### src/rtl/mem_params.svh
`ifndef MEM_PARAMS_SVH
`define MEM_PARAMS_SVH

// Region patterns on addr[31:28], match with casez
`define ADDR_IO   4'b1000
`define ADDR_BIOS 4'b0100
`define ADDR_DMEM 4'b00?1

// Requests allowed in flight on the memory link
`define MEM_CREDITS 4

// Width of the credit counter, holds 0 to MEM_CREDITS
`define CREDIT_W 3

`endif

### src/rtl/isa_pkg.sv
`default_nettype none

package isa_pkg;

    // Major opcode, inst[6:2]
    typedef enum logic [4:0] {
        OPC_LOAD   = 5'b00000,
        OPC_ITYPE  = 5'b00100,
        OPC_AUIPC  = 5'b00101,
        OPC_STORE  = 5'b01000,
        OPC_RTYPE  = 5'b01100,
        OPC_LUI    = 5'b01101,
        OPC_BRANCH = 5'b11000,
        OPC_JALR   = 5'b11001,
        OPC_JAL    = 5'b11011
    } opcode_e;

    typedef enum logic [2:0] {
        FNC_LB  = 3'b000,
        FNC_LH  = 3'b001,
        FNC_LW  = 3'b010,
        FNC_LBU = 3'b100,
        FNC_LHU = 3'b101
    } load_funct_e;

    typedef enum logic [2:0] {
        FNC_SB = 3'b000,
        FNC_SH = 3'b001,
        FNC_SW = 3'b010
    } store_funct_e;

    typedef enum logic [2:0] {
        FNC_BEQ  = 3'b000,
        FNC_BNE  = 3'b001,
        FNC_BLT  = 3'b100,
        FNC_BGE  = 3'b101,
        FNC_BLTU = 3'b110,
        FNC_BGEU = 3'b111
    } branch_funct_e;

endpackage

`default_nettype wire

### src/rtl/mem_pkg.sv
`default_nettype none

package mem_pkg;

    // Access width of a store
    typedef enum logic [1:0] {
        MEM_SIZE_BYTE = 2'd0,
        MEM_SIZE_HALF = 2'd1,
        MEM_SIZE_WORD = 2'd2,
        MEM_SIZE_NONE = 2'd3
    } mem_size_e;

    // Target of a request on the memory link
    typedef enum logic [2:0] {
        REGION_NONE = 3'd0,
        REGION_IO   = 3'd1,
        REGION_BIOS = 3'd2,
        REGION_DMEM = 3'd3,
        REGION_IMEM = 3'd4
    } mem_region_e;

endpackage

`default_nettype wire

### src/rtl/load_extract.sv
`timescale 1ns/1ps
`default_nettype none

module load_extract import isa_pkg::*; (
    input  logic        rsp_valid,
    input  logic [31:0] rsp_rdata,
    input  load_funct_e pend_funct,
    input  logic [1:0]  pend_off,
    output logic        load_valid,
    output logic [31:0] load_data
);

    logic [7:0]  lane_b;
    logic [15:0] lane_h;

    // Responses come back in order, so no extra latency here
    assign load_valid = rsp_valid;

    assign lane_b = rsp_rdata[{pend_off, 3'b000} +: 8];
    assign lane_h = pend_off[1] ? rsp_rdata[31:16] : rsp_rdata[15:0];

    always_comb begin
        case (pend_funct)
            FNC_LB:  load_data = {{24{lane_b[7]}}, lane_b};
            FNC_LH:  load_data = {{16{lane_h[15]}}, lane_h};
            FNC_LBU: load_data = {24'd0, lane_b};
            FNC_LHU: load_data = {16'd0, lane_h};
            FNC_LW:  load_data = rsp_rdata;
            default: load_data = rsp_rdata;
        endcase
    end

endmodule

`default_nettype wire

### src/rtl/mem_control.sv
`timescale 1ns/1ps
`default_nettype none

`include "mem_params.svh"

module mem_control import isa_pkg::*, mem_pkg::*; (
    input  logic [31:0] pc,
    input  logic [31:0] addr,
    input  logic [31:0] inst,
    input  logic [31:0] wb_inst,
    output mem_region_e region,
    output mem_size_e   size,
    output logic        is_load,
    output logic        is_store,
    output logic        din_sel,
    output logic        br_inst
);

    opcode_e     opcode;
    opcode_e     wb_opcode;
    logic [2:0]  funct3;
    logic [4:0]  rs2;
    logic [4:0]  wb_rd;
    logic        wb_writes;

    assign opcode    = opcode_e'(inst[6:2]);
    assign funct3    = inst[14:12];
    assign rs2       = inst[24:20];
    assign wb_opcode = opcode_e'(wb_inst[6:2]);
    assign wb_rd     = wb_inst[11:7];

    // Instructions in writeback that update the register file
    always_comb begin
        case (wb_opcode)
            OPC_RTYPE, OPC_ITYPE, OPC_LOAD,
            OPC_JAL, OPC_JALR, OPC_LUI, OPC_AUIPC: wb_writes = 1'b1;
            default:                               wb_writes = 1'b0;
        endcase
    end

    always_comb begin
        region   = REGION_NONE;
        size     = MEM_SIZE_NONE;
        is_load  = 1'b0;
        is_store = 1'b0;
        din_sel  = 1'b0;
        br_inst  = 1'b0;

        case (opcode)
            OPC_LOAD: begin
                is_load = 1'b1;
                // Unmapped addresses leave region at NONE
                casez (addr[31:28])
                    `ADDR_IO:   region = REGION_IO;
                    `ADDR_BIOS: region = REGION_BIOS;
                    `ADDR_DMEM: region = REGION_DMEM;
                    default:    region = REGION_NONE;
                endcase
            end
            OPC_STORE: begin
                is_store = 1'b1;
                if (addr[31:28] == `ADDR_IO) begin
                    region = REGION_IO;
                end else if (pc[30]) begin
                    // Code running from BIOS may write IMEM
                    region = REGION_IMEM;
                end else begin
                    region = REGION_DMEM;
                end

                case (store_funct_e'(funct3))
                    FNC_SB:  size = MEM_SIZE_BYTE;
                    FNC_SH:  size = MEM_SIZE_HALF;
                    FNC_SW:  size = MEM_SIZE_WORD;
                    default: size = MEM_SIZE_NONE;
                endcase

                // Store data still sitting in writeback
                din_sel = wb_writes && (wb_rd != 5'd0) && (wb_rd == rs2);
            end
            OPC_BRANCH: begin
                case (branch_funct_e'(funct3))
                    FNC_BEQ, FNC_BNE, FNC_BLT,
                    FNC_BGE, FNC_BLTU, FNC_BGEU: br_inst = 1'b1;
                    default:                     br_inst = 1'b0;
                endcase
            end
            default: begin
            end
        endcase
    end

endmodule

`default_nettype wire

### src/rtl/mem_req_issue.sv
`timescale 1ns/1ps
`default_nettype none

`include "mem_params.svh"

module mem_req_issue import isa_pkg::*, mem_pkg::*; (
    input  logic        clk,
    input  logic        rst_n,
    input  logic        in_valid,
    input  mem_region_e region,
    input  logic        is_load,
    input  logic        is_store,
    input  logic [31:0] addr,
    input  logic [31:0] wdata,
    input  logic [3:0]  wmask,
    input  load_funct_e funct3,
    input  logic        req_credit,
    input  logic        rsp_valid,
    output logic        in_ready,
    output logic        req_valid,
    output mem_region_e req_region,
    output logic [31:0] req_addr,
    output logic        req_we,
    output logic [31:0] req_wdata,
    output logic [3:0]  req_wmask,
    output load_funct_e pend_funct,
    output logic [1:0]  pend_off
);

    localparam int PTR_W = $clog2(`MEM_CREDITS);

    logic [`CREDIT_W-1:0] credits;
    logic                 need_req;
    logic                 accept;
    logic                 push;
    logic [PTR_W-1:0]     wr_ptr;
    logic [PTR_W-1:0]     rd_ptr;
    load_funct_e          q_funct [`MEM_CREDITS];
    logic [1:0]           q_off   [`MEM_CREDITS];

    // Unmapped loads go nowhere and never wait
    assign need_req = is_store || (is_load && (region != REGION_NONE));
    assign in_ready = !need_req || (credits != '0);
    assign accept   = in_valid && in_ready && need_req;
    assign push     = accept && is_load;

    always_ff @(posedge clk) begin
        if (!rst_n) begin
            credits <= `CREDIT_W'(`MEM_CREDITS);
        end else begin
            case ({accept, req_credit})
                2'b10:   credits <= credits - 1'b1;
                2'b01:   credits <= credits + 1'b1;
                default: credits <= credits;
            endcase
        end
    end

    always_ff @(posedge clk) begin
        if (!rst_n) begin
            req_valid <= 1'b0;
        end else begin
            req_valid <= accept;
        end
    end

    always_ff @(posedge clk) begin
        if (accept) begin
            req_region <= region;
            req_addr   <= addr;
            req_we     <= is_store;
            req_wdata  <= wdata;
            req_wmask  <= wmask;
        end
    end

    // Pending loads, depth matches the credit count so it cannot overflow
    always_ff @(posedge clk) begin
        if (!rst_n) begin
            wr_ptr <= '0;
            rd_ptr <= '0;
        end else begin
            if (push) begin
                wr_ptr <= wr_ptr + 1'b1;
            end
            if (rsp_valid) begin
                rd_ptr <= rd_ptr + 1'b1;
            end
        end
    end

    always_ff @(posedge clk) begin
        if (push) begin
            q_funct[wr_ptr] <= funct3;
            q_off[wr_ptr]   <= addr[1:0];
        end
    end

    assign pend_funct = q_funct[rd_ptr];
    assign pend_off   = q_off[rd_ptr];

endmodule

`default_nettype wire

### src/rtl/mem_stage.sv
`timescale 1ns/1ps
`default_nettype none

module mem_stage import isa_pkg::*, mem_pkg::*; (
    input  logic        clk,
    input  logic        rst_n,
    input  logic        in_valid,
    output logic        in_ready,
    input  logic [31:0] pc,
    input  logic [31:0] addr,
    input  logic [31:0] inst,
    input  logic [31:0] store_data,
    input  logic [31:0] wb_inst,
    input  logic [31:0] wb_data,
    output logic        req_valid,
    output mem_region_e req_region,
    output logic [31:0] req_addr,
    output logic        req_we,
    output logic [31:0] req_wdata,
    output logic [3:0]  req_wmask,
    input  logic        req_credit,
    input  logic        rsp_valid,
    input  logic [31:0] rsp_rdata,
    output logic        load_valid,
    output logic [31:0] load_data,
    output logic        br_inst
);

    mem_region_e region;
    mem_size_e   size;
    logic        is_load;
    logic        is_store;
    logic        din_sel;
    logic [31:0] wdata;
    logic [3:0]  wmask;
    load_funct_e pend_funct;
    logic [1:0]  pend_off;

    mem_control mem_control_i (
        .pc       (pc),
        .addr     (addr),
        .inst     (inst),
        .wb_inst  (wb_inst),
        .region   (region),
        .size     (size),
        .is_load  (is_load),
        .is_store (is_store),
        .din_sel  (din_sel),
        .br_inst  (br_inst)
    );

    store_align store_align_i (
        .store_data (store_data),
        .wb_data    (wb_data),
        .din_sel    (din_sel),
        .size       (size),
        .byte_off   (addr[1:0]),
        .wdata      (wdata),
        .wmask      (wmask)
    );

    mem_req_issue mem_req_issue_i (
        .clk        (clk),
        .rst_n      (rst_n),
        .in_valid   (in_valid),
        .region     (region),
        .is_load    (is_load),
        .is_store   (is_store),
        .addr       (addr),
        .wdata      (wdata),
        .wmask      (wmask),
        .funct3     (load_funct_e'(inst[14:12])),
        .req_credit (req_credit),
        .rsp_valid  (rsp_valid),
        .in_ready   (in_ready),
        .req_valid  (req_valid),
        .req_region (req_region),
        .req_addr   (req_addr),
        .req_we     (req_we),
        .req_wdata  (req_wdata),
        .req_wmask  (req_wmask),
        .pend_funct (pend_funct),
        .pend_off   (pend_off)
    );

    load_extract load_extract_i (
        .rsp_valid  (rsp_valid),
        .rsp_rdata  (rsp_rdata),
        .pend_funct (pend_funct),
        .pend_off   (pend_off),
        .load_valid (load_valid),
        .load_data  (load_data)
    );

endmodule

`default_nettype wire

### src/rtl/store_align.sv
`timescale 1ns/1ps
`default_nettype none

module store_align import mem_pkg::*; (
    input  logic [31:0] store_data,
    input  logic [31:0] wb_data,
    input  logic        din_sel,
    input  mem_size_e   size,
    input  logic [1:0]  byte_off,
    output logic [31:0] wdata,
    output logic [3:0]  wmask
);

    logic [31:0] data;

    // Forwarding mux
    assign data = din_sel ? wb_data : store_data;

    always_comb begin
        case (size)
            MEM_SIZE_BYTE: begin
                wdata = {4{data[7:0]}};
                wmask = 4'b0001 << byte_off;
            end
            MEM_SIZE_HALF: begin
                wdata = {2{data[15:0]}};
                wmask = byte_off[1] ? 4'b1100 : 4'b0011;
            end
            MEM_SIZE_WORD: begin
                wdata = data;
                wmask = 4'b1111;
            end
            default: begin
                wdata = data;
                wmask = 4'b0000;
            end
        endcase
    end

endmodule

`default_nettype wire

### config.mk
export PLATFORM = sky130hd
export DESIGN_NAME = mem_stage
export DESIGN_NICKNAME = d
export VERILOG_FILES = /design/src/rtl/isa_pkg.sv /design/src/rtl/mem_pkg.sv /design/src/rtl/load_extract.sv /design/src/rtl/mem_control.sv /design/src/rtl/mem_req_issue.sv /design/src/rtl/mem_stage.sv /design/src/rtl/store_align.sv
export VERILOG_INCLUDE_DIRS = /design/src /design/src/rtl
export SDC_FILE = /design/constraint.sdc
export NUM_CORES = 1
export LEC_CHECK = 0
export ABC_CLOCK_PERIOD_IN_PS = 5990
export BUFFER_PORTS_ARGS = -buffer_cell sky130_fd_sc_hd__buf_2
export CAP_MARGIN = 20
export CORE_AREA = 3 3 130 132
export DETAILED_ROUTE_END_ITERATION = 6
export DIE_AREA = 0 0 133 135
export PLACE_DENSITY = 0.72
export SYNTH_ARGS = -nofsm -noshare
export SYNTH_HDL_FRONTEND = slang
export SYNTH_SLANG_ARGS = --single-unit
### constraint.sdc
create_clock -name clk -period 5.99 [get_ports clk]
set_clock_uncertainty 0.15 [all_clocks]
set_input_delay 0.2995 -clock clk [delete_from_list [all_inputs] [get_ports clk]]
set_output_delay 0.2995 -clock clk [all_outputs]
set_load 0.1 [all_outputs]
# After elaboration in Yosys (flattened, before gate mapping)
# Memories as Yosys holds them, arrays and structs flattened. A register that Yosys moved wholly into a read port is not among the register bits.
# Cells that the tools add are included.
# word_totals
in_bits	229
n_memories	2
output_inout_bits	108
reg_bits	80
wordCells	87
ram_bits	20
# memory_table
name	depth	word_bits	read_ports	rd_ports_with_merged_regs	write_ports	line_no	rtl
mem_req_issue_i.q_funct	4	3	1	1	1	mem_req_issue.sv:38	load_funct_e q_funct [`MEM_CREDITS];
mem_req_issue_i.q_off	4	2	1	1	1	mem_req_issue.sv:39	logic [1:0] q_off [`MEM_CREDITS];
# op_classes
reduce_logical	20
eq_ne	25
mux	25
addsub	4
shifts	2
# ops
operator	n
32-bit case mux with 4 select lines	1
32-bit case mux with 2 select lines	1
32-bit 2-to-1 mux	1
32-bit by 6-bit variable part select with 8-bit output	1
3-bit == test, second input constant	6
16-bit 2-to-1 mux	1
5-bit by 4-bit == test with 1-bit output, second input constant	3
5-bit == test, second input constant	3
2-bit case mux with 3 select lines	2
3-bit case mux with 2 select lines	2
4-bit case mux with 3 select lines	1
5-bit by 3-bit == test with 1-bit output, second input constant	2
5-bit zero test	2
2-bit 2-to-1 mux	5
3-bit by 1-bit == test with 1-bit output, second input constant	3
1-bit 2-to-1 mux	8
7-bit OR reduction	1
1-bit logical AND	6
3-bit zero test	2
3-bit 2-to-1 mux	2
3-bit nonzero test	2
6-bit OR reduction	1
5-bit == test	1
5-bit nonzero test	1
other kinds (14)	18

# Depth between registers and ports, before layout
# logic_depth
ltp_word	13
depth_mapped	9
depth_no_buf	9

# Hierarchy
# Synthesis repeated with hierarchy kept, for this count alone.
# unflattened
cells_unflattened	409
area_unflattened_um2	5341.4
# modules_own_cells
mod	seq_area_each_um2	cells_each	area_each_um2	n_inst
mem_req_issue	2962.8	153	3408.3	1
store_align	0.0	102	913.4	1
load_extract	0.0	119	768.2	1
mem_control	0.0	35	251.5	1

# Worst setup path after synthesis
# OpenSTA, ideal clock, no wires.
# synth_path
path_kind	register to output
startpoint	reg with a tool-made name
endpoint	out load_data[4]
t_arrival_ps	3710
setup_slack_ps	1830
path_buffers	3
required_ps	5541
stages_incl_launch_ff	9
cell_sequence	dfxtp_1 -> buf_6 -> mux4_2 -> nor2b_1 -> buf_2 -> nor2b_1 -> buf_2 -> a22oi_1 -> o21ai_0
# synth_rtl
element	line_no	rtl
to (decl)	mem_stage.sv:25	output logic [31:0] load_data,

==> reports/qor.yml <==
run_status:
  status: "completed"
final_layout:
  num_antenna_cells: 0
  multi_input_area_um2: 1840
  fillCellCount: 1461
  final_layout_size_suffix_gt1_share_pct: 46.2
  finalNetCount: 914
  area_growth_pct: 40.9
  seqCellArea_um2: 2960
placed_design:
  port-buffer-count: 264
  hpwl_um: 10700
  routabilityCongestion: 0.807
synth:
  synth_most_common_cell: "edfxtp_1"
  synth_edf_count: 92
  yosysWarnings: 0
  ys_async_sr_fraction_pct: 0
  synth_common_cells: "edfxtp_1, nand2_1, nor2_1"
  seq_area_frac_synth_pct: 59.3
  netlist_instances: 395
  synth_cell_type_count: 53
  yosys.area.top_type: "edfxtp_1"
  synthesis.area_um2: 4990
  synth_area_leaders: "edfxtp_1, mux2i_1, nand2_1"
  yosysTopAreaCellShare_pct: 55.3
  ys_seq_elements: 102
  synth_fp_nets: 630
  syn_area_per_cell_um2: 12.6
  synthFlopType: "edfxtp_1"
detailed_routing:
  antenna_left: 0
  vias: 4148
  vias_per_cell: 4.61
  drcViolationCount: 0
  routed_wl_um: 14000
  firstDrtPassIters: 4
  drt_iter0_drc: 223
  wl_per_cell_um: 15.5
clocking:
  clock-root-buffer: "clkbuf_16"
  cts.sinks: 102
  clk_path_buf_depth: 2
  h-tree-depth: 3
  clk_pin_slew_worst_paths_ps: 70
  numCtsBuffers: 9
  cts_tree: "built"
  cts_resized: 0
  cts_hold_buf: 27
  clk_latency_ps: 340
  cts_setup_buffers: 0
timing:
  rsz0062_at_grt: "no"
  setup_tns_ps: 0
  hold_violations: 0
  max-slew-margin-rel_pct: 39.3
  fin_crit_sh_pct: 63.4
  fmax_ghz: 0.263
  finalSetupViolations: 0
  fin_crit_ps: 3800
  tightest_slew_ps: 910
  finalMaxSlewViolations: 0
floorplanning:
  initial_utilization_pct: 31.5
  die_width_um: 133
  die_y_um: 135
  ios: 337
  die_area_um2: 18000
  coreArea_um2: 15800
  rows: 46
flow_run:
  cap_violations: 0
global_route:
  grt_pass1_wl_um: 20800
  grt-ovfl-total: 0
  grt_pass1_vias: 4023
  antenna_found_initial: 0
  grt_max_degree: 72
  globalRouteTotalUtil_pct: 14.9
power_and_ir_drop:
  p_per_area_nw_per_um2: 270
  vdd_drop_max_mv: 0.128
  leakagePower_nw: 2.98
  fin_total_pwr_mw: 1.90
hold_path:
  min_path_type: "input pin to flip-flop"
setup_path:
  rrSetupSlack_ps: 3650
  start_kind: "flip-flop"
  cp-end-kind: "output port"
  crit_type: "flip-flop to output port"
  cp_max_fo: 12
  arrival_ps: 3350
  required_ps: 5540
-- flip-flops by register name, summed over array words and instances (netlist names), named ones only --
signal                      count
mem_req_issue_i.wr_ptr          2
mem_req_issue_i.q_off           8
mem_req_issue_i.req_valid       1
mem_req_issue_i.req_we          1
mem_req_issue_i.rd_ptr          2
mem_req_issue_i.req_wmask       4
mem_req_issue_i.req_addr       32
mem_req_issue_i.q_funct        12
mem_req_issue_i.req_wdata      32
mem_req_issue_i.req_region      3
mem_req_issue_i.credits         3
-- layout by cell type (no fill, tap or decap), types with 2 or more instances in the layout --
| master | n |
|---|---|
| buf_2 | 264 |
| edfxtp_1 | 92 |
| nand2_1 | 56 |
| nor2_1 | 34 |
| mux2i_1 | 28 |
| dlygate4sd3_1 | 27 |
| a21oi_1 | 20 |
| mux2_2 | 16 |
| o21ai_0 | 14 |
| nor2b_1 | 10 |
| dfxtp_1 | 10 |
| and2_1 | 9 |
| clkbuf_16 | 9 |
| inv_1 | 8 |
| a21oi_2 | 8 |
| a22oi_1 | 7 |
| a221oi_1 | 7 |
| xor2_1 | 6 |
| ha_1 | 5 |
| nand2b_1 | 3 |
| nor3_1 | 3 |
| mux2_1 | 3 |
| xnor2_1 | 3 |
| nand3b_1 | 2 |
| mux4_1 | 2 |
| mux4_2 | 2 |
| or3_1 | 2 |
| and3_1 | 2 |
| inv_8 | 2 |
| inv_6 | 2 |
| buf_4 | 2 |
-- per-layer routing --
metal  vias to the layer above  part of all wire [%]  track usage, %
met5                         -                     0               0
met4                         0                   2.6            6.29
met2                       225                    50            25.8
li1                       2023                     -               -
met3                        29                   9.0            4.21
met1                      1871                    38            17.3
-- report_power, final --
part	total [mW]	internal (mW)	switching, mW
Combinational	0.499	0.126	0.374
Clock	0.608	0.335	0.273
Sequential	0.791	0.783	0.00728
Total	1.90	1.24	0.653
-- kinds of logic after synthesis --
logic type,Yosys count,share of synthesized area [%]
compound gates,69,9.47
mux,53,12.6
xor+xnor,9,1.58
flops,102,59.3
fa+ha+maj,6,1.65
buf+inv,29,3.73
simple gates,127,11.6
-- layout make-up --
| cell class | instances | share of cell area [%] |
|---|---|---|
| clock buffer | 9 | 3.20 |
| timing repair buffer | 293 | 22.8 |
| sequential | 102 | 42.1 |
| multi-input combinational | 264 | 26.2 |
| tap | 216 | 3.84 |
| clock inverter | 7 | 1.28 |
| inverter | 9 | 0.480 |
-- worst max-delay path: stages (launching register included) --
cell	delay, ps
dfxtp_1	520
mux4_1	820
nor2b_1	630
mux2_2	410
a21oi_1	170
buf_2	450
-- final timing paths --
check                             start                      endpoint  cells after the start
max                           flip-flop                  load_data[7]                      5
min                            addr[28]  mem_req_issue_i.req_addr[28]                      1
max reg2reg  mem_req_issue_i.credits[0]    mem_req_issue_i.credits[2]                      9
min reg2reg  mem_req_issue_i.credits[2]    mem_req_issue_i.credits[2]                      2
-- per-stage QoR --
step                      hold WS [ps]  setup WS, ps  instances  instance area, um^2  utilization, %
after CTS                         21.8          2150        900                 7030            44.4
final                             40.6          2190        900                 7030            44.4
after floorplan                    221          1830        395                 4990               -
after detailed placement           328          2550        857                 6450            40.7
after global routing              24.7          1940        900                 7030            44.4
after global placement             326          2530        857                 6450            40.7
No activity file was read; power rests on OpenSTA's default activity.
